**config.mk**
```make
export PLATFORM = sky130hd
export DESIGN_NAME = l1d_sram
export DESIGN_NICKNAME = d
export VERILOG_FILES = /design/src/hdl/l1d_sram.sv
export SDC_FILE = /design/constraint.sdc
export NUM_CORES = 1
export LEC_CHECK = 0
export BUFFER_PORTS_ARGS = -buffer_cell sky130_fd_sc_hd__clkbuf_2
export CAP_MARGIN = 15
export CORE_ASPECT_RATIO = 0.75
export CORE_MARGIN = 8
export CORE_UTILIZATION = 45
export CTS_BUF_LIST = sky130_fd_sc_hd__clkbuf_8
export DETAILED_ROUTE_END_ITERATION = 10
export GPL_TIMING_DRIVEN = 0
export HOLD_SLACK_MARGIN = 0.1
export PLACE_DENSITY = 0.68
export REMOVE_ABC_BUFFERS = 1
export SETUP_SLACK_MARGIN = 0.05
export SLEW_MARGIN = 20
export SYNTH_ARGS = -nofsm -noshare
export SYNTH_HDL_FRONTEND = slang
export SYNTH_SLANG_ARGS = --single-unit
```
**constraint.sdc**
```tcl
create_clock -name clk -period 4 [get_ports clk]
set_clock_uncertainty 0.15 [all_clocks]
set_input_delay 1 -clock clk [delete_from_list [all_inputs] [get_ports clk]]
set_output_delay 1 -clock clk [all_outputs]
set_load 0.02 [all_outputs]
```
**src/hdl/l1d_sram.sv**
```systemverilog
`timescale 1ns/1ps

module l1d_sram #(
  parameter int  DEPTH_W   = 6,
  parameter type payload_t = logic
) (
  input  logic               clk,
  input  logic               rst,
  input  logic [DEPTH_W-1:0] index,
  input  logic               rd,
  input  logic               wr,
  input  payload_t           wdata,
  output payload_t           rdata
);

  payload_t mem [2**DEPTH_W];

  // Clearing every entry also clears the valid bits of the tag store
  always_ff @(posedge clk or posedge rst)
  begin
    if (rst)
    begin
      for (int i = 0; i < 2**DEPTH_W; i++)
      begin
        mem[i] <= '0;
      end
      rdata <= '0;
    end
    else
    begin
      if (wr)
      begin
        mem[index] <= wdata;
      end
      // Output holds between strobes
      if (rd)
      begin
        rdata <= mem[index];
      end
    end
  end

endmodule

```
==> flow_metrics.tcl <==
set metrics [dict create \
    initial_core_util_pct 45.5 \
    final_common_cell "mux2_2" \
    critPathSlowestCell "clkbuf_2" \
    place_hpwl_um 5150 \
    core_mm2 0.00771 \
    place_inst 418 \
    status "finished, final reports clean" \
    stdcell_area_mm2 0.00379 \
    synth_cells 325 \
    min_period_ps 3190 \
    grt_start_max_net_pins 65 \
    setup_viol 0 \
    routedWlPerCell_um 18.8 \
    p_switching_mw 0.397 \
    clkPwrFrac_pct 35.3 \
    wirelength_um 8150 \
    drv_slew 0 \
    viasPerCell 5.79 \
    synth_edf_count 0 \
    internal_power_mw 1.17 \
    hp-class "flip-flop to flip-flop" \
    crit_chain "clkbuf_2 > inv_1 > a221o_1 > a221o_1 > a211oi_2 > a31oi_1" \
    cpPeakStageDelay_ps 700 \
    cts_setup_buffers 0 \
    cts.sinks 65 \
    crit_path_start_kind "primary input" \
    port_buffers 11 \
    firstDrtPassIters 5 \
    leakage_nw 1.68 \
    maxCapViolCount 0 \
    grt_antenna_before_repair 0 \
    drtIter0Drc 163 \
    syn_area_mm2 0.00350 \
    fin_nets 335 \
    cts_hold_buf 0 \
    worst_path_most_repeated_cell "a221o_1" \
    via_count 2509 \
    fmax_ghz 0.314 \
    fin_crit_sh_pct 79.7 \
    n_antenna_cell 0 \
    cts-htree-levels 3 \
    die_area_mm2 0.0109 \
    placed_area_mm2 0.00359 \
    power.density_mw_per_mm2 414 \
    synth_simple_gate_area_share_pct 16.8 \
    seqPwrFrac_pct 50.1 \
    synth_top_family_by_area "multiplexers" \
    synthFlopType "dfrtp_1" \
    maxSlewHeadroom_pct 31.9 \
    cts_tree "done" \
    num-fill-cells 727 \
    tightestPinTransition_ps 1020 \
    rows 28 \
    ant_nets 0 \
    drive_above_1_share_pct 32.3 \
    synthesis.yosys.warnings 0 \
    hold-worst-slack_ps 353 \
    switching_share_pct 25.3 \
    grtUsageTotal_pct 15.7 \
    final_hold_viol_count 0 \
    cts_resized 0 \
    first_global_vias 2544 \
    critPathArrivalTime_ps 3240 \
    synth_compound_area_share_pct 6.46 \
    synth-xor-area-share_pct 0 \
    cp_max_fo 41 \
    grt_pass1_wl_um 13400 \
    globalplace.congestion 0.773 \
    cp-end-kind "flip-flop" \
    drc 0 \
    clock_path_buffers 2 \
    grt_overflow 0 \
    synthMuxAreaShare_pct 26.3 \
    ys_ff_latch 65 \
    areaGrowthSynthToFinish_pct 8.07 \
    insertion_delay_ps 340 \
    cp_data_required_time_ps 4050 \
    seq_area_frac_synth_pct 46.4 \
    ys_types 48 \
    combinationalPowerShare_pct 14.6 \
    cts_buffers 9 \
    fin_tns_setup_ps 0 \
    postSynthAreaPerCell_um2 10.8 \
    die_h_um 92.4 \
    worst-setup-path-type "primary input to flip-flop" \
    path_clk_slew_ps 70 \
    instances_no_fill 433 \
    path_buf_inv 2 \
    synth-adder-area-share_pct 0 \
    critical-path-top-delay-family "compound AO/OA/AOI/OAI gates" \
    rsz0062_at_grt "false" \
    async_reset_ff_share_pct 100 \
    top_level_ports 12 \
    ir_worst_vdd_v 0.000257 \
    cts_root_buf "clkbuf_8" \
    dieWidth_um 118 \
    mostFrequentLayoutCells "68 x mux2_2, 65 x dfrtp_1, 42 x nand2_1" \
]
==> power groups by stage <==
stage                     clock network (mW)  logic (mW)  registers, mW
final                                  0.554       0.228          0.787
after global routing                   0.604       0.251          0.796
after CTS                              0.567       0.229          0.786
after detailed placement                   0       0.229          0.799
after global placement                     0       0.220          0.793
after floorplan                            0       0.157          0.785
==> cells by family (layout without fill, tap and decap cells) <==
logic type	after synthesis	count (layout)
AO/OA/AOI/OAI	28	28
multiplexers	78	78
flip-flops	65	65
buffers and inverters	28	31
AND/OR/NAND/NOR	126	126
==> cell type report <==
cell class	instances	area, µm²	share of cell area [%]
multi-input cells	232	1740	46.0
flip-flops and latches	65	1630	42.9
clock buffers	11	151	4.00
well taps	105	131	3.47
repair buffers	12	75.1	1.98
clock inverters	4	43.8	1.16
inverters	4	17.5	0.463
==> per-stage QoR <==
stage	setup slack [ps]	power, mW	utilization, %
6_report	813	1.57	49.1
3_5_place_dp	493	1.03	46.5
2_1_floorplan	1220	0.942	-
4_1_cts	863	1.58	49.1
5_1_grt	679	1.65	49.1
3_3_place_gp	399	1.01	46.3
==> state kept, by name, indices dropped and copies added, names as in the netlist <==
| name | cells |
|---|---|
| mem | 64 |
| rdata | 1 |
==> routing by layer <==
metal	global-route usage, %	vias up	share of wire (%)
met4	4.68	0	0.77
met3	4.80	5	9.2
met2	23.3	77	45
met5	0	-	0
met1	21.7	1282	45
li1	-	1145	-
==> worst paths after layout <==
| check | from | to | slack (ps) | depth (start not counted) |
|---|---|---|---|---|
| worst max-delay path | index[0] | rdata$_DFFE_PP0P_ | 810 | 6 |
| min in group asynchronous | rst | mem[32]$_DFFE_PP0P_ | 500 | 2 |
| max in group asynchronous | rst | mem[16]$_DFFE_PP0P_ | 2670 | 3 |
| worst min-delay path | mem[51]$_DFFE_PP0P_ | mem[51]$_DFFE_PP0P_ | 350 | 1 |
| worst min register to register | mem[51]$_DFFE_PP0P_ | mem[51]$_DFFE_PP0P_ | 350 | 1 |
| worst max register to register | mem[62]$_DFFE_PP0P_ | rdata$_DFFE_PP0P_ | 1990 | 5 |
==> cells in the mapped netlist, types with 2 or more instances <==
cell type	count	share of area (%)
clkbuf_1	8	0.86
nand2_1	42	4.5
nor2b_1	6	1.1
nor3_1	3	0.43
nand4_1	3	0.54
nor2_1	40	4.3
o211ai_1	2	0.43
nand2b_1	2	0.36
a221oi_1	3	0.75
and3_1	4	0.71
mux4_2	4	2.6
buf_1	2	0.21
a221o_1	2	0.57
dfrtp_1	65	46
o31ai_1	2	0.43
or2_2	2	0.36
nand3_1	11	1.6
a2111oi_0	2	0.50
mux2i_1	5	1.4
a211o_1	2	0.50
o21ai_0	2	0.29
a211oi_1	2	0.43
buf_2	11	1.6
buf_6	3	0.96
inv_1	3	0.32
and2_1	3	0.54
and4b_1	2	0.57
mux2_2	68	22
a21oi_1	2	0.29
Power figures use the tool's default switching activity.
