==> src/hdl/l1d_pkg.sv <==
package l1d_pkg;

  // ========================================
  // Widths and address split
  // ========================================

  localparam int ADDR_W     = 32;
  localparam int WORD_W     = 32;
  localparam int OFFSET_W   = 4;
  localparam int INDEX_W    = 6;
  localparam int TAG_W      = ADDR_W - INDEX_W - OFFSET_W;
  localparam int LINE_WORDS = 4;

  // Byte within a word, word within a line
  localparam int BYTE_SEL_W = $clog2(WORD_W / 8);
  localparam int WORD_SEL_W = $clog2(LINE_WORDS);

  localparam logic [WORD_SEL_W-1:0] LAST_WORD = WORD_SEL_W'(LINE_WORDS - 1);

  typedef logic [ADDR_W-1:0]  addr_t;
  typedef logic [WORD_W-1:0]  word_t;
  typedef logic [TAG_W-1:0]   tag_t;
  typedef logic [INDEX_W-1:0] index_t;

  // Word 0 sits in the low bits of the line
  typedef word_t [LINE_WORDS-1:0] line_t;

  typedef enum logic [1:0] {
    SIZE_BYTE = 2'd0,
    SIZE_HALF = 2'd1,
    SIZE_WORD = 2'd2
  } size_e;

  // ========================================
  // Payloads
  // ========================================

  typedef struct packed {
    logic valid;
    tag_t tag;
  } tag_entry_t;

  // Store data is right aligned, byte in [7:0] and half in [15:0]
  typedef struct packed {
    addr_t addr;
    logic  write;
    word_t wdata;
    size_e size;
  } core_req_t;

  typedef struct packed {
    addr_t addr;
    logic  write;
    word_t wdata;
    size_e size;
  } mem_req_t;

  function automatic tag_t addr_tag(input addr_t addr);
    return addr[ADDR_W-1 -: TAG_W];
  endfunction

  function automatic index_t addr_index(input addr_t addr);
    return addr[OFFSET_W +: INDEX_W];
  endfunction

  function automatic logic [WORD_SEL_W-1:0] addr_word(input addr_t addr);
    return addr[BYTE_SEL_W +: WORD_SEL_W];
  endfunction

endpackage

==> src/hdl/l1d_controller.sv <==
`timescale 1ns/1ps

module l1d_controller (
  input  logic                clk,
  input  logic                rst,
  input  logic                core_req,
  input  l1d_pkg::core_req_t  core_cmd,
  output logic                core_wait,
  output l1d_pkg::word_t      core_rdata,
  output logic                mem_req,
  output l1d_pkg::mem_req_t   mem_cmd,
  input  logic                mem_wait,
  input  l1d_pkg::word_t      mem_rdata,
  output l1d_pkg::index_t     store_index,
  output logic                store_rd,
  output logic                tag_wr,
  output l1d_pkg::tag_entry_t tag_wdata,
  input  l1d_pkg::tag_entry_t tag_rdata,
  output logic                line_wr,
  output l1d_pkg::line_t      line_wdata,
  input  l1d_pkg::line_t      line_rdata
);

  typedef enum logic [2:0] {
    ST_IDLE,
    ST_LOOKUP,
    ST_RD_SEND,
    ST_RD_WAIT,
    ST_FILL,
    ST_WR_WAIT
  } state_e;

  state_e                                  state;
  state_e                                  state_next;
  l1d_pkg::core_req_t                      req_q;
  l1d_pkg::line_t                          line_buf;
  l1d_pkg::line_t                          line_merged;
  logic [l1d_pkg::WORD_SEL_W-1:0]          beat;
  logic [l1d_pkg::WORD_SEL_W-1:0]          req_word;
  logic                                    hit;
  logic                                    hit_q;
  logic                                    mem_done;

  // Place the right aligned store data into its byte lanes
  function automatic l1d_pkg::word_t merge_store(
    input l1d_pkg::word_t     old_word,
    input l1d_pkg::core_req_t req
  );
    l1d_pkg::word_t w;
    w = old_word;
    case (req.size)
      l1d_pkg::SIZE_BYTE: w[{req.addr[1:0], 3'b000} +: 8] = req.wdata[7:0];
      l1d_pkg::SIZE_HALF: w[{req.addr[1], 4'b0000} +: 16] = req.wdata[15:0];
      default:            w = req.wdata;
    endcase
    return w;
  endfunction

  // ========================================
  // Lookup
  // ========================================

  assign req_word = l1d_pkg::addr_word(req_q.addr);
  assign hit      = tag_rdata.valid && (tag_rdata.tag == l1d_pkg::addr_tag(req_q.addr));
  assign mem_done = !mem_wait;

  always_comb
  begin
    line_merged           = line_rdata;
    line_merged[req_word] = merge_store(line_rdata[req_word], req_q);
  end

  // ========================================
  // FSM
  // ========================================

  always_ff @(posedge clk or posedge rst)
  begin
    if (rst)
    begin
      state <= ST_IDLE;
    end
    else
    begin
      state <= state_next;
    end
  end

  always_comb
  begin
    state_next = state;
    case (state)
      ST_IDLE:
      begin
        if (core_req)
        begin
          state_next = ST_LOOKUP;
        end
      end
      ST_LOOKUP:
      begin
        if (req_q.write)
        begin
          state_next = ST_WR_WAIT;
        end
        else if (hit)
        begin
          state_next = ST_IDLE;
        end
        else
        begin
          state_next = ST_RD_SEND;
        end
      end
      ST_RD_SEND:
      begin
        state_next = ST_RD_WAIT;
      end
      ST_RD_WAIT:
      begin
        if (mem_done)
        begin
          state_next = (beat == l1d_pkg::LAST_WORD) ? ST_FILL : ST_RD_SEND;
        end
      end
      ST_FILL:
      begin
        state_next = ST_IDLE;
      end
      ST_WR_WAIT:
      begin
        if (mem_done)
        begin
          state_next = ST_IDLE;
        end
      end
      default:
      begin
        state_next = ST_IDLE;
      end
    endcase
  end

  // ========================================
  // Datapath registers
  // ========================================

  always_ff @(posedge clk)
  begin
    if (state == ST_IDLE && core_req)
    begin
      req_q <= core_cmd;
    end
  end

  // Shared by the refill beats and the merged store line
  always_ff @(posedge clk)
  begin
    if (state == ST_LOOKUP && req_q.write)
    begin
      line_buf <= line_merged;
    end
    else if (state == ST_RD_WAIT && mem_done)
    begin
      line_buf[beat] <= mem_rdata;
    end
  end

  always_ff @(posedge clk or posedge rst)
  begin
    if (rst)
    begin
      beat       <= '0;
      hit_q      <= 1'b0;
      core_rdata <= '0;
    end
    else
    begin
      if (state == ST_LOOKUP)
      begin
        beat  <= '0;
        hit_q <= hit;
        if (!req_q.write && hit)
        begin
          core_rdata <= line_rdata[req_word];
        end
      end
      // Wraps back to zero after the last beat
      if (state == ST_RD_WAIT && mem_done)
      begin
        beat <= beat + 1'b1;
      end
      // Critical word out of the completed fill line
      if (state == ST_FILL)
      begin
        core_rdata <= line_buf[req_word];
      end
    end
  end

  // ========================================
  // Outputs
  // ========================================

  assign core_wait   = (state != ST_IDLE) || core_req;
  assign store_rd    = (state == ST_IDLE) && core_req;
  assign store_index = (state == ST_IDLE) ? l1d_pkg::addr_index(core_cmd.addr)
                                          : l1d_pkg::addr_index(req_q.addr);

  // Store goes out in the lookup cycle, refill beats from the send state
  assign mem_req = (state == ST_RD_SEND) || (state == ST_LOOKUP && req_q.write);

  always_comb
  begin
    mem_cmd.write = req_q.write;
    if (req_q.write)
    begin
      mem_cmd.addr  = req_q.addr;
      mem_cmd.wdata = req_q.wdata;
      mem_cmd.size  = req_q.size;
    end
    else
    begin
      mem_cmd.addr  = {req_q.addr[l1d_pkg::ADDR_W-1:l1d_pkg::OFFSET_W], beat,
                       {l1d_pkg::BYTE_SEL_W{1'b0}}};
      mem_cmd.wdata = '0;
      mem_cmd.size  = l1d_pkg::SIZE_WORD;
    end
  end

  assign tag_wr          = (state == ST_FILL);
  assign tag_wdata.valid = 1'b1;
  assign tag_wdata.tag   = l1d_pkg::addr_tag(req_q.addr);

  // Line written on a fill, or on a store hit once memory has taken the store
  assign line_wr    = (state == ST_FILL) || (state == ST_WR_WAIT && mem_done && hit_q);
  assign line_wdata = line_buf;

endmodule

==> config.mk <==
export PLATFORM = sky130hd
export DESIGN_NAME = l1d_controller
export DESIGN_NICKNAME = d
export VERILOG_FILES = /design/src/hdl/l1d_pkg.sv /design/src/hdl/l1d_controller.sv
export SDC_FILE = /design/constraint.sdc
export NUM_CORES = 1
export LEC_CHECK = 0
export BUFFER_PORTS_ARGS = -buffer_cell sky130_fd_sc_hd__buf_2
export CAP_MARGIN = 20
export CORE_AREA = 2 2 199 201
export CTS_BUF_LIST = sky130_fd_sc_hd__clkbuf_16
export DETAILED_ROUTE_END_ITERATION = 8
export DIE_AREA = 0 0 201 203
export PLACE_DENSITY_LB_ADDON = 0.12
export SLEW_MARGIN = 20
export SYNTH_ARGS = -nofsm -noshare
export SYNTH_HDL_FRONTEND = slang
export SYNTH_SLANG_ARGS = --single-unit
==> constraint.sdc <==
create_clock -name clk -period 5.2 [get_ports clk]
set_input_delay 1.04 -clock clk [delete_from_list [all_inputs] [get_ports clk]]
set_output_delay 1.04 -clock clk [all_outputs]
set_load 0.1 [all_outputs]
==> metrics.md, run 1 <==
| Metric | Value |
|---|---|
| Synth Area per Inst | `about 12 um2` |
| Final min period | `3.80 ns` |
| Synth Area in Adders | `0.826%` |
| Main combinational cell family by area after synthesis | `compound AO/OA/AOI/OAI gates` |
| Post-synth EDFFs | `roughly 200` |
| Power per cell area | `728 mW/mm2` |
| Async S/R FF share, synth | `between 15 and 20%` |
| Most frequent cells in the layout | `buf_2, edfxtp_1, o21ai_0, a21oi_1, a31o_2` |
| Post-Route WL | `60.2 mm` |
| DR vias/cell | `around 5.9` |
| IO Port Bufs | `approximately 500` |
| Critical Path Sink Type | `output port` |
| Pin count of the biggest net entering global routing | `roughly 130` |
| Worst slew margin | `between 20% and 30%` |
| Fin. Hold Viols | `0` |
| Commonest non-fill, non-tap cell in the layout | `buf_2` |
| Antenna-violating nets left | `0` |
| Synth Area in Compound Gates | `about 22%` |
| Synth Cell Area | `approximately 0.014 mm2` |
| Worst-Margin Slew | `1.10 ns` |
| Placed Cells | `between 2000 and 2500` |
| Fin. max-slew vios | `0` |
| Critical path fanouts, max | `between 40 and 50` |
| # nets final | `~1800` |
| Area share of the largest cell type after synthesis | `43.0%` |
| Tcrit/Tclk final | `about 73%` |
| Status | `finished clean` |
| Critical path required time | `approximately 4.2 ns` |
| Post-synthesis mux area share | `around 11%` |
| RSZ-0062 raised after global routing | `false` |
| Layout cells sized above 1 | `49.5%` |
| Syn nets | `approximately 1400` |
| Clock Latency Late Sink | `~0.55 ns` |
| Crit Path Class | `reg -> out` |
| Dominant cell type by area after synthesis | `edfxtp_1` |
| Post-CTS Setup Bufs | `0` |
| Fmax | `approximately 0.26 GHz` |
| Critical Path AT | `between 2 and 3 ns` |
| Fillers | `around 3600` |
| Simple-Gate Fraction of Synth Area | `8.49%` |
| Total number of vias | `between 10000 and 15000` |
| DRC | `0` |
| Area growth syn-to-layout | `26.3%` |
| CTS max path bufs | `3` |
| DIE WIDTH | `approximately 200 um` |
| Synth Flop Type | `edfxtp_1` |
| TritonCTS buffer count | `29` |
| Max-Cap Viols | `0` |
| Die height | `about 200 um` |
| Final WS setup | `about 1.4 ns` |
| Final core utilization | `between 40% and 50%` |
| GP Congestion | `~0.88` |
| CTS Hold Bufs | `0` |
| CTS tree | `done` |
| Worst vdd ir | `0.000384 V` |
| Non-Filler Instances | `~2100` |
| Post-place setup slack | `approximately 1.2 ns` |
| Area contributors post-synth | `edfxtp_1, mux4_2, dfrtp_1` |
| Global-route wire length before repair | `roughly 85 mm` |
| Core area | `~0.038 mm2` |
| Crit start category | `register` |
| 1st-pass router iterations | `5` |
| Synth cell types | `48` |
| # rows | `between 70 and 80` |
| Clock-pin slew on the worst setup and hold paths | `about 0.06 ns` |
| # IOs | `roughly 520` |
| Lkg Pwr | `around 7 nW` |
| Clk_skew | `around 0.008 ns` |
| Final setup vio count | `0` |
| Avg WL per Cell | `around 28 um` |
| Initial drt markers | `around 1100` |
| Initial core utilization | `between 30% and 40%` |
| Worst hold slack | `~0.51 ns` |
| Sequential area share after synthesis | `49.9%` |
| GR Overflow Total | `0` |
| Synthesized instance count | `1170` |
| Vias in the first global route | `~12000` |
| Total die area | `approximately 0.04 mm2` |
| Initial antenna violation count | `3` |
| Final TNS setup | `0 ns` |
| Worst hold path class | `reg -> reg` |
| Synth Area in XOR/XNOR | `about 1.4%` |
| CTS H-Tree Depth | `1` |
| # clock sinks | `~230` |
| Root buffer cell | `clkbuf_16` |
| Ys Warns | `0` |
| HPWL after DPL | `about 41 mm` |
| Post-cts gate resize count | `0` |
| Yosys reg bits | `between 200 and 250` |
| All-Layer GR Usage | `28.5%` |
==> layout make-up <==
class                           instances  area [um2]  share of cell area, %
Inverter                                7        26.3                  0.153
Sequential cell                       233        6810                   39.5
Clock buffer                           29         726                   4.21
Antenna cell                            2        5.00                 0.0291
Clock inverter                         24         183                   1.06
Multi-Input combinational cell        764        6010                   34.9
Timing Repair Buffer                  537        2810                   16.3
Tap cell                              518         648                   3.76
==> power breakdown <==
part | switching (mW) | internal [mW] | total (mW)
Sequential | 0.508 | 2.79 | 3.30
Clock | 0.810 | 1.15 | 1.96
Combinational | 5.86 | 1.41 | 7.27
==> sequential cells by signal (all words and copies together) (netlist names) <==
register    flops
beat            2
req_q          44
hit_q           1
tag_wdata      22
mem_cmd         1
core_rdata     32
line_wdata    128
state           3
==> Yosys cell counts (3+ instances only) <==
cell	count
clkbuf_1	85
buf_2	15
o221a_2	25
a31o_2	92
nor2b_1	3
nand2_1	29
mux4_2	64
o221a_1	7
mux2_2	7
xnor2_1	4
edfxtp_1	195
a221oi_1	8
and2_1	39
a21oi_1	98
ha_1	9
o21ai_0	175
nor4_1	4
a222oi_1	16
buf_6	3
inv_1	7
buf_1	10
a22o_1	12
nor3_1	6
or3_1	33
nand2b_1	8
dfrtp_1	38
nand3_1	36
nand3b_1	3
buf_4	53
xor2_1	18
nor2_1	47
==> per-stage QoR <==
| step | power [mW] | area, um2 |
|---|---|---|
| final | 12.5 | 17200 |
| after global routing | 12.9 | 17200 |
| after CTS | 12.5 | 17200 |
| after detailed placement | 10.6 | 16200 |
| after global placement | 10.5 | 16200 |
| after floorplan | 8.97 | 13600 |
==> logic make-up (layout without fill, tap and decap cells) <==
family	count (synthesis)	count (layout)
XOR/XNOR	22	22
AND/OR/NAND/NOR	219	219
buffers and inverters	173	597
flip-flops	233	233
AO/OA/AOI/OAI	441	441
multiplexers	72	72
other	1	3
adder cells (fa/ha/maj)	9	9
==> critical path, cell delays in order, from the launching register on <==
cell and delay (ns):
dfrtp_2 0.74, nor3_2 0.70, and2_4 0.31, buf_2 0.44
==> final timing paths <==
check / slack (ns) / startpoint / to / depth (start not counted)
max: 1.40 / state[0] / store_rd / 3
max in group asynchronous: 3.77 / rst / state[0] / 2
min reg2reg: 0.51 / hit_q / hit_q / 2
min in group asynchronous: 0.73 / rst / core_rdata[31] / 2
min: 0.51 / hit_q / hit_q / 2
max reg2reg: 1.62 / state[0] / core_rdata[29] / 6
==> metal layers <==
metal / vias up / GRT usage [%] / wire length [um]
li1: 5365 / - / -
met1: 6180 / 37.0 / 23700
met2: 748 / 49.0 / 30000
met3: 88 / 4.83 / 5050
met4: 0 / 7.88 / 1440
met5: - / 0 / 0
(Power assumes the default switching activity.)
==> run 2: changes to the inputs <==
- CORE_AREA: 2 2 199 201 -> 2 2 201 203
- DIE_AREA: 0 0 201 203 -> 0 0 203 205
- clock period: 5.2 -> 3.98 ns (I/O delays scaled with it)
==> run 2 against run 1 <==
Net effect:
- via count grew 2.5%
- count of clock-buffer cells in the layout is the same
- sequential cell count did not move
- core utilization decreased by 0.57 points
- largest cell class unchanged
- largest power group unchanged
==> metrics.md, run 2 (synthesized netlist as in run 1, its figures left out) <==
| Metric | Value |
|---|---|
| Status | `finished clean` |
| Fin. Hold Viols | `0 (unchanged)` |
| # rows | `73 (+1.4%)` |
| CTS Hold Bufs | `0 (unchanged)` |
| Worst hold slack | `0.389 ns (-0.121 ns)` |
| # nets final | `1849 (+0.76%)` |
| Logic pwr share | `58.6% (+0.6 points)` |
| CTS tree | `done` |
| Die height | `205 um (+0.99%)` |
| R2R Path End | `line_wdata[18]` |
| 1st-pass router iterations | `5 (unchanged)` |
| # IOs | `515 (unchanged)` |
| Worst r2r src | `req_q[37]` |
| Power per cell area | `951 mW/mm2 (+31%)` |
| Core area | `0.0394 mm2 (+2.3%)` |
| Clock Latency Late Sink | `0.56 ns (about the same)` |
| Final TNS setup | `0 ns (unchanged)` |
| Final setup vio count | `0 (unchanged)` |
| RSZ-0062 raised after global routing | `false` |
| Pint | `7.11 mW (+33%)` |
| Commonest non-fill, non-tap cell in the layout | `buf_2` |
| Post-CTS Setup Bufs | `0 (unchanged)` |
| Total number of vias | `12700 (+2.5%)` |
| CP cell instances | `buf_12, buf_4, nand2_1, o21ai_0, buf_2` |
| Initial drt markers | `1043 (-8.3%)` |
| IO Port Bufs | `513 (unchanged)` |
| Worst hold path class | `in -> async` |
| DR vias/cell | `5.92 (+1.1%)` |
| Initial core utilization | `34.6% (-0.81 points)` |
| Crit Path Class | `reg -> out` |
| Root buffer cell | `clkbuf_16` |
| Critical Path Sink Type | `output port` |
| Global-route wire length before repair | `86.8 mm (+2.1%)` |
| Overall power | `16.5 mW (+32%)` |
| HPWL after DPL | `42.4 mm (+2.8%)` |
| Sw Pwr | `9.43 mW (+31%)` |
| Vias in the first global route | `12500 (+2.2%)` |
| Crit start category | `register` |
| # clock sinks | `233 (unchanged)` |
| Worst vdd ir | `0.000643 V (+68%)` |
| Tcrit/Tclk final | `between 80% and 90%` |
| CTS H-Tree Depth | `1 (unchanged)` |
| Worst slew margin | `23.4% (-3.1 points)` |
| Pin count of the biggest net entering global routing | `78 (-40%)` |
| Slowest-stage cell, CP | `edfxtp_1` |
| Avg WL per Cell | `28.8 um (+1.2%)` |
| Final Cell Area | `0.0174 mm2 (+1.0%)` |
| Most frequent cells in the layout | `buf_2, edfxtp_1, o21ai_0, a21oi_1, a31o_2` |
| Critical path fanouts, max | `20 (-55%)` |
| Total die area | `0.0416 mm2 (+2.0%)` |
| Clock power frac | `16.0% (+0.3 points)` |
| All-Layer GR Usage | `28.8% (+0.31 points)` |
| Lkg Pwr | `6.94 nW (+1.3%)` |
| Fillers | `3819 (+4.8%)` |
| Critical path's largest stage delay | `0.82 ns (+0.08 ns)` |
| Post-Route WL | `61.8 mm (+2.6%)` |
| Max-Cap Viols | `0 (unchanged)` |
| Area growth syn-to-layout | `27.6%` |
| Critical Path AT | `2.72 ns (-0.04 ns)` |
| Worst r2r path cells | `5 (-1)` |
| Fin. max-slew vios | `0 (unchanged)` |
| Cell family with most CP delay | `buffers and inverters` |
| Area post-placement | `0.0164 mm2 (+1.2%)` |
| DRC | `0 (unchanged)` |
| Critical path required time | `3.18 ns (-0.98 ns)` |
| Power share of the sequential group | `25.5% (-0.8 points)` |
| Clock-pin slew on the worst setup and hold paths | `0.06 ns (about the same)` |
| CTS max path bufs | `3 (unchanged)` |
| Fmax | `0.284 GHz` |
| Final min period | `~3.5 ns` |
| Sw frac | `57.0% (-0.29 points)` |
| CP Buf/Inv Count | `3 (+2)` |
| Reg2reg setup slack | `0.99 ns (-0.63 ns)` |
| Antenna-violating nets left | `0 (unchanged)` |
| Max FFs per register | `128 (unchanged)` |
| Initial antenna violation count | `12 (+9)` |
| GP Congestion | `0.891 (+1.5%)` |
| Post-cts gate resize count | `0 (unchanged)` |
| Clk_skew | `0.0145 ns (+0.00656 ns)` |
| Worst-Margin Slew | `1.14 ns (+0.0414 ns)` |
| TritonCTS buffer count | `28 (-3.4%)` |
| DIE WIDTH | `203 um (+1.0%)` |
| GR Overflow Total | `0 (unchanged)` |
| Layout cells sized above 1 | `50.1% (+0.56 points)` |
-- run 2: worst max-delay path by stage --
stage / from / end / slack (ns) / depth (start not counted)
after floorplan: mem_cmd[34] / mem_cmd[38] / 0.34 / 3
after detailed placement: tag_rdata[20] / core_rdata[18] / 0.84 / 8
final: req_q[37] / mem_cmd[37] / 0.46 / 5
after global routing: req_q[37] / mem_cmd[37] / 0.31 / 5
after global placement: tag_rdata[20] / core_rdata[31] / 0.71 / 7
after CTS: req_q[37] / mem_cmd[37] / 0.42 / 5
-- run 2: area by class of cell --
class	instances	area, um2	area share (%)
antenna	10	25.0	0.144
clock buffer	29	726	4.17
clock inverter	23	200	1.15
inverter	7	27.5	0.158
multi-input combinational	764	6000	34.5
sequential	233	6810	39.1
tap	525	657	3.78
timing repair buffer	552	2960	17.0
-- run 2: metrics by stage --
step / setup slack, ns / utilization, % / std cells
4_1_cts: 0.422 / 44.1 / 2133
2_1_floorplan: 0.344 / - / 1170
6_report: 0.463 / 44.2 / 2143
5_1_grt: 0.310 / 44.2 / 2140
3_3_place_gp: 0.708 / 41.7 / 2080
3_5_place_dp: 0.838 / 41.8 / 2081
-- run 2: per-layer routing --
metal / vias up / share of wire [%] / GRT usage (%)
li1: 5414 / - / -
met1: 6323 / 38 / 37.3
met2: 830 / 49 / 48.5
met3: 116 / 9.8 / 5.81
met4: 6 / 3.1 / 8.92
met5: - / 0.057 / 0
-- run 2: power groups by stage --
| stage | Clock [mW] | Combinational, mW | Sequential, mW |
|---|---|---|---|
| floorplan | 0 | 3.80 | 7.91 |
| global placement | 0 | 9.63 | 4.24 |
| detailed placement | 0 | 9.67 | 4.25 |
| CTS | 2.68 | 9.68 | 4.21 |
| global route | 2.77 | 9.99 | 4.28 |
| finish | 2.64 | 9.69 | 4.21 |
==> run 3: changes to the inputs <==
- CORE_AREA: 2 2 201 203 -> 2 2 203 205
- CTS_BUF_LIST: sky130_fd_sc_hd__clkbuf_16 -> sky130_fd_sc_hd__clkbuf_2 sky130_fd_sc_hd__clkbuf_4 sky130_fd_sc_hd__clkbuf_8
- DIE_AREA: 0 0 203 205 -> 0 0 205 207
- RECOVER_POWER: unset -> 100
- clock period: 3.98 -> 4.4 ns (I/O delays scaled with it)
==> run 3 against run 2 <==
Net effect:
- the run now ends with max-capacitance violations, max-slew violations left
- total power fell by 12%
- sequential power fell by 8.3%
- sequential share of layout area rose by 1.1 points
- worst setup slack got worse by 0.017 ns
- critical endpoint is now line_wr
- largest cell class unchanged
==> metrics.md, run 3 (synthesized netlist as in run 1, its figures left out) <==
| Metric | Value |
|---|---|
| Lkg Pwr | `6.13 nW (-12%)` |
| Final min period | `around 4.0 ns` |
| Worst slew margin | `-93.6% (-120 points)` |
| Clock power frac | `15.5% (-0.5 points)` |
| Power share of the sequential group | `26.4% (+0.9 points)` |
| Failing checks | `max-capacitance violations, max-slew violations` |
| Initial antenna violation count | `16 (+4)` |
| Initial core utilization | `33.8% (-0.86 points)` |
| Post-cts gate resize count | `0 (unchanged)` |
| Met1 Use GR | `35.9% (-1.3 points)` |
| Layout cells sized above 1 | `34.7% (-15 points)` |
| DR vias/cell | `5.81 (-1.9%)` |
| Vias in the first global route | `12500 (+0.51%)` |
| Fmax | `0.253 GHz` |
| Reg2reg setup slack | `0.51 ns (-0.48 ns)` |
| Critical Path Sink Type | `output port` |
| Met2 Usage GRT | `47.1% (-1.5 points)` |
| Worst hold path class | `in -> reg` |
| CTS tree | `done` |
| Final WS setup | `0.446 ns (-0.0167 ns)` |
| # IOs | `515 (unchanged)` |
| Die height | `207 um (+0.98%)` |
| Fin. max-slew vios | `151 (+151)` |
| # clock sinks | `233 (unchanged)` |
| RSZ-0062 raised after global routing | `false` |
| Most frequent cells in the layout | `clkbuf_1, buf_2, edfxtp_1, o21ai_0, a21oi_1` |
| Final setup vio count | `0 (unchanged)` |
| Fin. Hold Viols | `0 (unchanged)` |
| CTS H-Tree Depth | `2 (+1)` |
| Max FFs per register | `128 (unchanged)` |
| Logic pwr share | `58.1% (-0.5 points)` |
| Pin count of the biggest net entering global routing | `77 (-1.3%)` |
| GP Congestion | `0.885 (-0.65%)` |
| Power per cell area | `864 mW/mm2 (-9.1%)` |
| Max-Cap Viols | `4 (+4)` |
| Status | `complete, but fails checks` |
| HPWL after DPL | `42.3 mm (-0.20%)` |
| Commonest non-fill, non-tap cell in the layout | `clkbuf_1` |
| Fillers | `4130 (+8.1%)` |
| GR Overflow Total | `0 (unchanged)` |
| Clk_skew | `0.0291 ns (+0.0145 ns)` |
| Final Cell Area | `0.0169 mm2 (-2.8%)` |
| Worst-Margin Slew | `2.90 ns (+1.76 ns)` |
| # rows | `74 (+1.4%)` |
| Total die area | `0.0424 mm2 (+2.0%)` |
| CTS max path bufs | `3 (unchanged)` |
| Clock-pin slew on the worst setup and hold paths | `0.07 ns (about the same)` |
| TritonCTS buffer count | `45 (+61%)` |
| Area growth syn-to-layout | `24.1%` |
| Post-place setup slack | `1.15 ns (+0.311 ns)` |
| CTS Hold Bufs | `0 (unchanged)` |
| Most used routing layer in global routing | `met2` |
| Grt met3 use | `7.30% (+1.5 points)` |
| # nets final | `1857 (+0.43%)` |
| Crit Path Class | `reg -> out` |
| Initial drt markers | `1154 (+11%)` |
| Worst vdd ir | `0.000525 V (-18%)` |
| Clock Latency Late Sink | `0.62 ns (+0.06 ns)` |
| IO Port Bufs | `513 (unchanged)` |
| Tcrit/Tclk final | `between 80 and 90%` |
| Global-route wire length before repair | `87.8 mm (+1.1%)` |
| DIE WIDTH | `205 um (+0.99%)` |
| Sw Pwr | `8.56 mW (-9.2%)` |
| Area post-placement | `0.0163 mm2 (-0.71%)` |
| All-Layer GR Usage | `28.6% (-0.19 points)` |
| Core area | `0.0404 mm2 (+2.5%)` |
| DRC | `0 (unchanged)` |
| Post-Route WL | `61.9 mm (+0.15%)` |
| Pint | `6.06 mW (-15%)` |
| Critical path required time | `3.52 ns (+0.34 ns)` |
| Avg WL per Cell | `28.6 um (-0.82%)` |
| Post-CTS Setup Bufs | `0 (unchanged)` |
| 1st-pass router iterations | `6 (+1)` |
| Total number of vias | `12600 (-0.95%)` |
| Sw frac | `58.6% (+1.6 points)` |
| Root buffer cell | `clkbuf_8` |
| Antenna-violating nets left | `0 (unchanged)` |
| Final TNS setup | `0 ns (unchanged)` |
| Critical Path AT | `3.07 ns (+0.35 ns)` |
| Crit start category | `register` |
| Critical path fanouts, max | `35 (+75%)` |
[run 3: changes by cell type in the layout (fill, tap and decap cells not counted), moves of 16 or more]
| cell | change |
|---|---|
| clkbuf_8 | +52 |
| clkbuf_1 | +259 |
| clkbuf_16 | -29 |
| buf_2 | -265 |
| clkbuf_4 | +16 |
[run 3: area by class of cell]
cell class	instances	area, um2	share of cell area, %
inverter	7	27.5	0.163
clock buffer	68	836	4.94
sequential	233	6810	40.2
antenna	8	20.0	0.118
clock inverter	9	68.8	0.407
timing repair buffer	543	2520	14.9
tap	532	666	3.94
multi-input combinational	764	5970	35.3
[run 3: power by group through the flow]
| stage | Sequential (mW) | Combinational, mW | Clock (mW) |
|---|---|---|---|
| after CTS | 3.83 | 8.69 | 2.31 |
| after global routing | 3.93 | 8.79 | 2.40 |
| after detailed placement | 3.86 | 8.69 | 0 |
| final | 3.86 | 8.50 | 2.26 |
| after floorplan | 7.16 | 3.44 | 0 |
| after global placement | 3.86 | 8.65 | 0 |
[run 3: critical path, stage by stage, from the launching register on]
cell      delay, ns
dfrtp_1        0.53
nand2b_2       0.71
a21oi_1        0.32
clkbuf_1       0.91
[run 3: path summary, 6_finish.rpt]
path                        startpoint  depth (start not counted)              to
setup reg to reg              state[0]                          5  line_wdata[77]
max in group asynchronous          rst                          2        state[1]
hold reg to reg                  hit_q                          2           hit_q
min in group asynchronous          rst                          2   core_rdata[6]
hold / removal             core_cmd[0]                          1        req_q[0]
setup / recovery              state[1]                          3         line_wr
[run 3: stage by stage]
stage               total power [mW]  utilization, %  cells  hold slack, ns
finish                          14.6            41.9   2164           0.435
global placement                12.5            40.4   2077           0.493
floorplan                       10.6               -   1170           0.468
CTS                             14.8            42.7   2155           0.398
global route                    15.1            41.9   2162           0.404
detailed placement              12.6            40.5   2078           0.498
[run 3: per-layer routing]
metal	vias up	wire length [um]
li1	5420	-
met1	6202	23500
met2	783	29800
met3	149	6130
met4	14	2370
met5	-	75
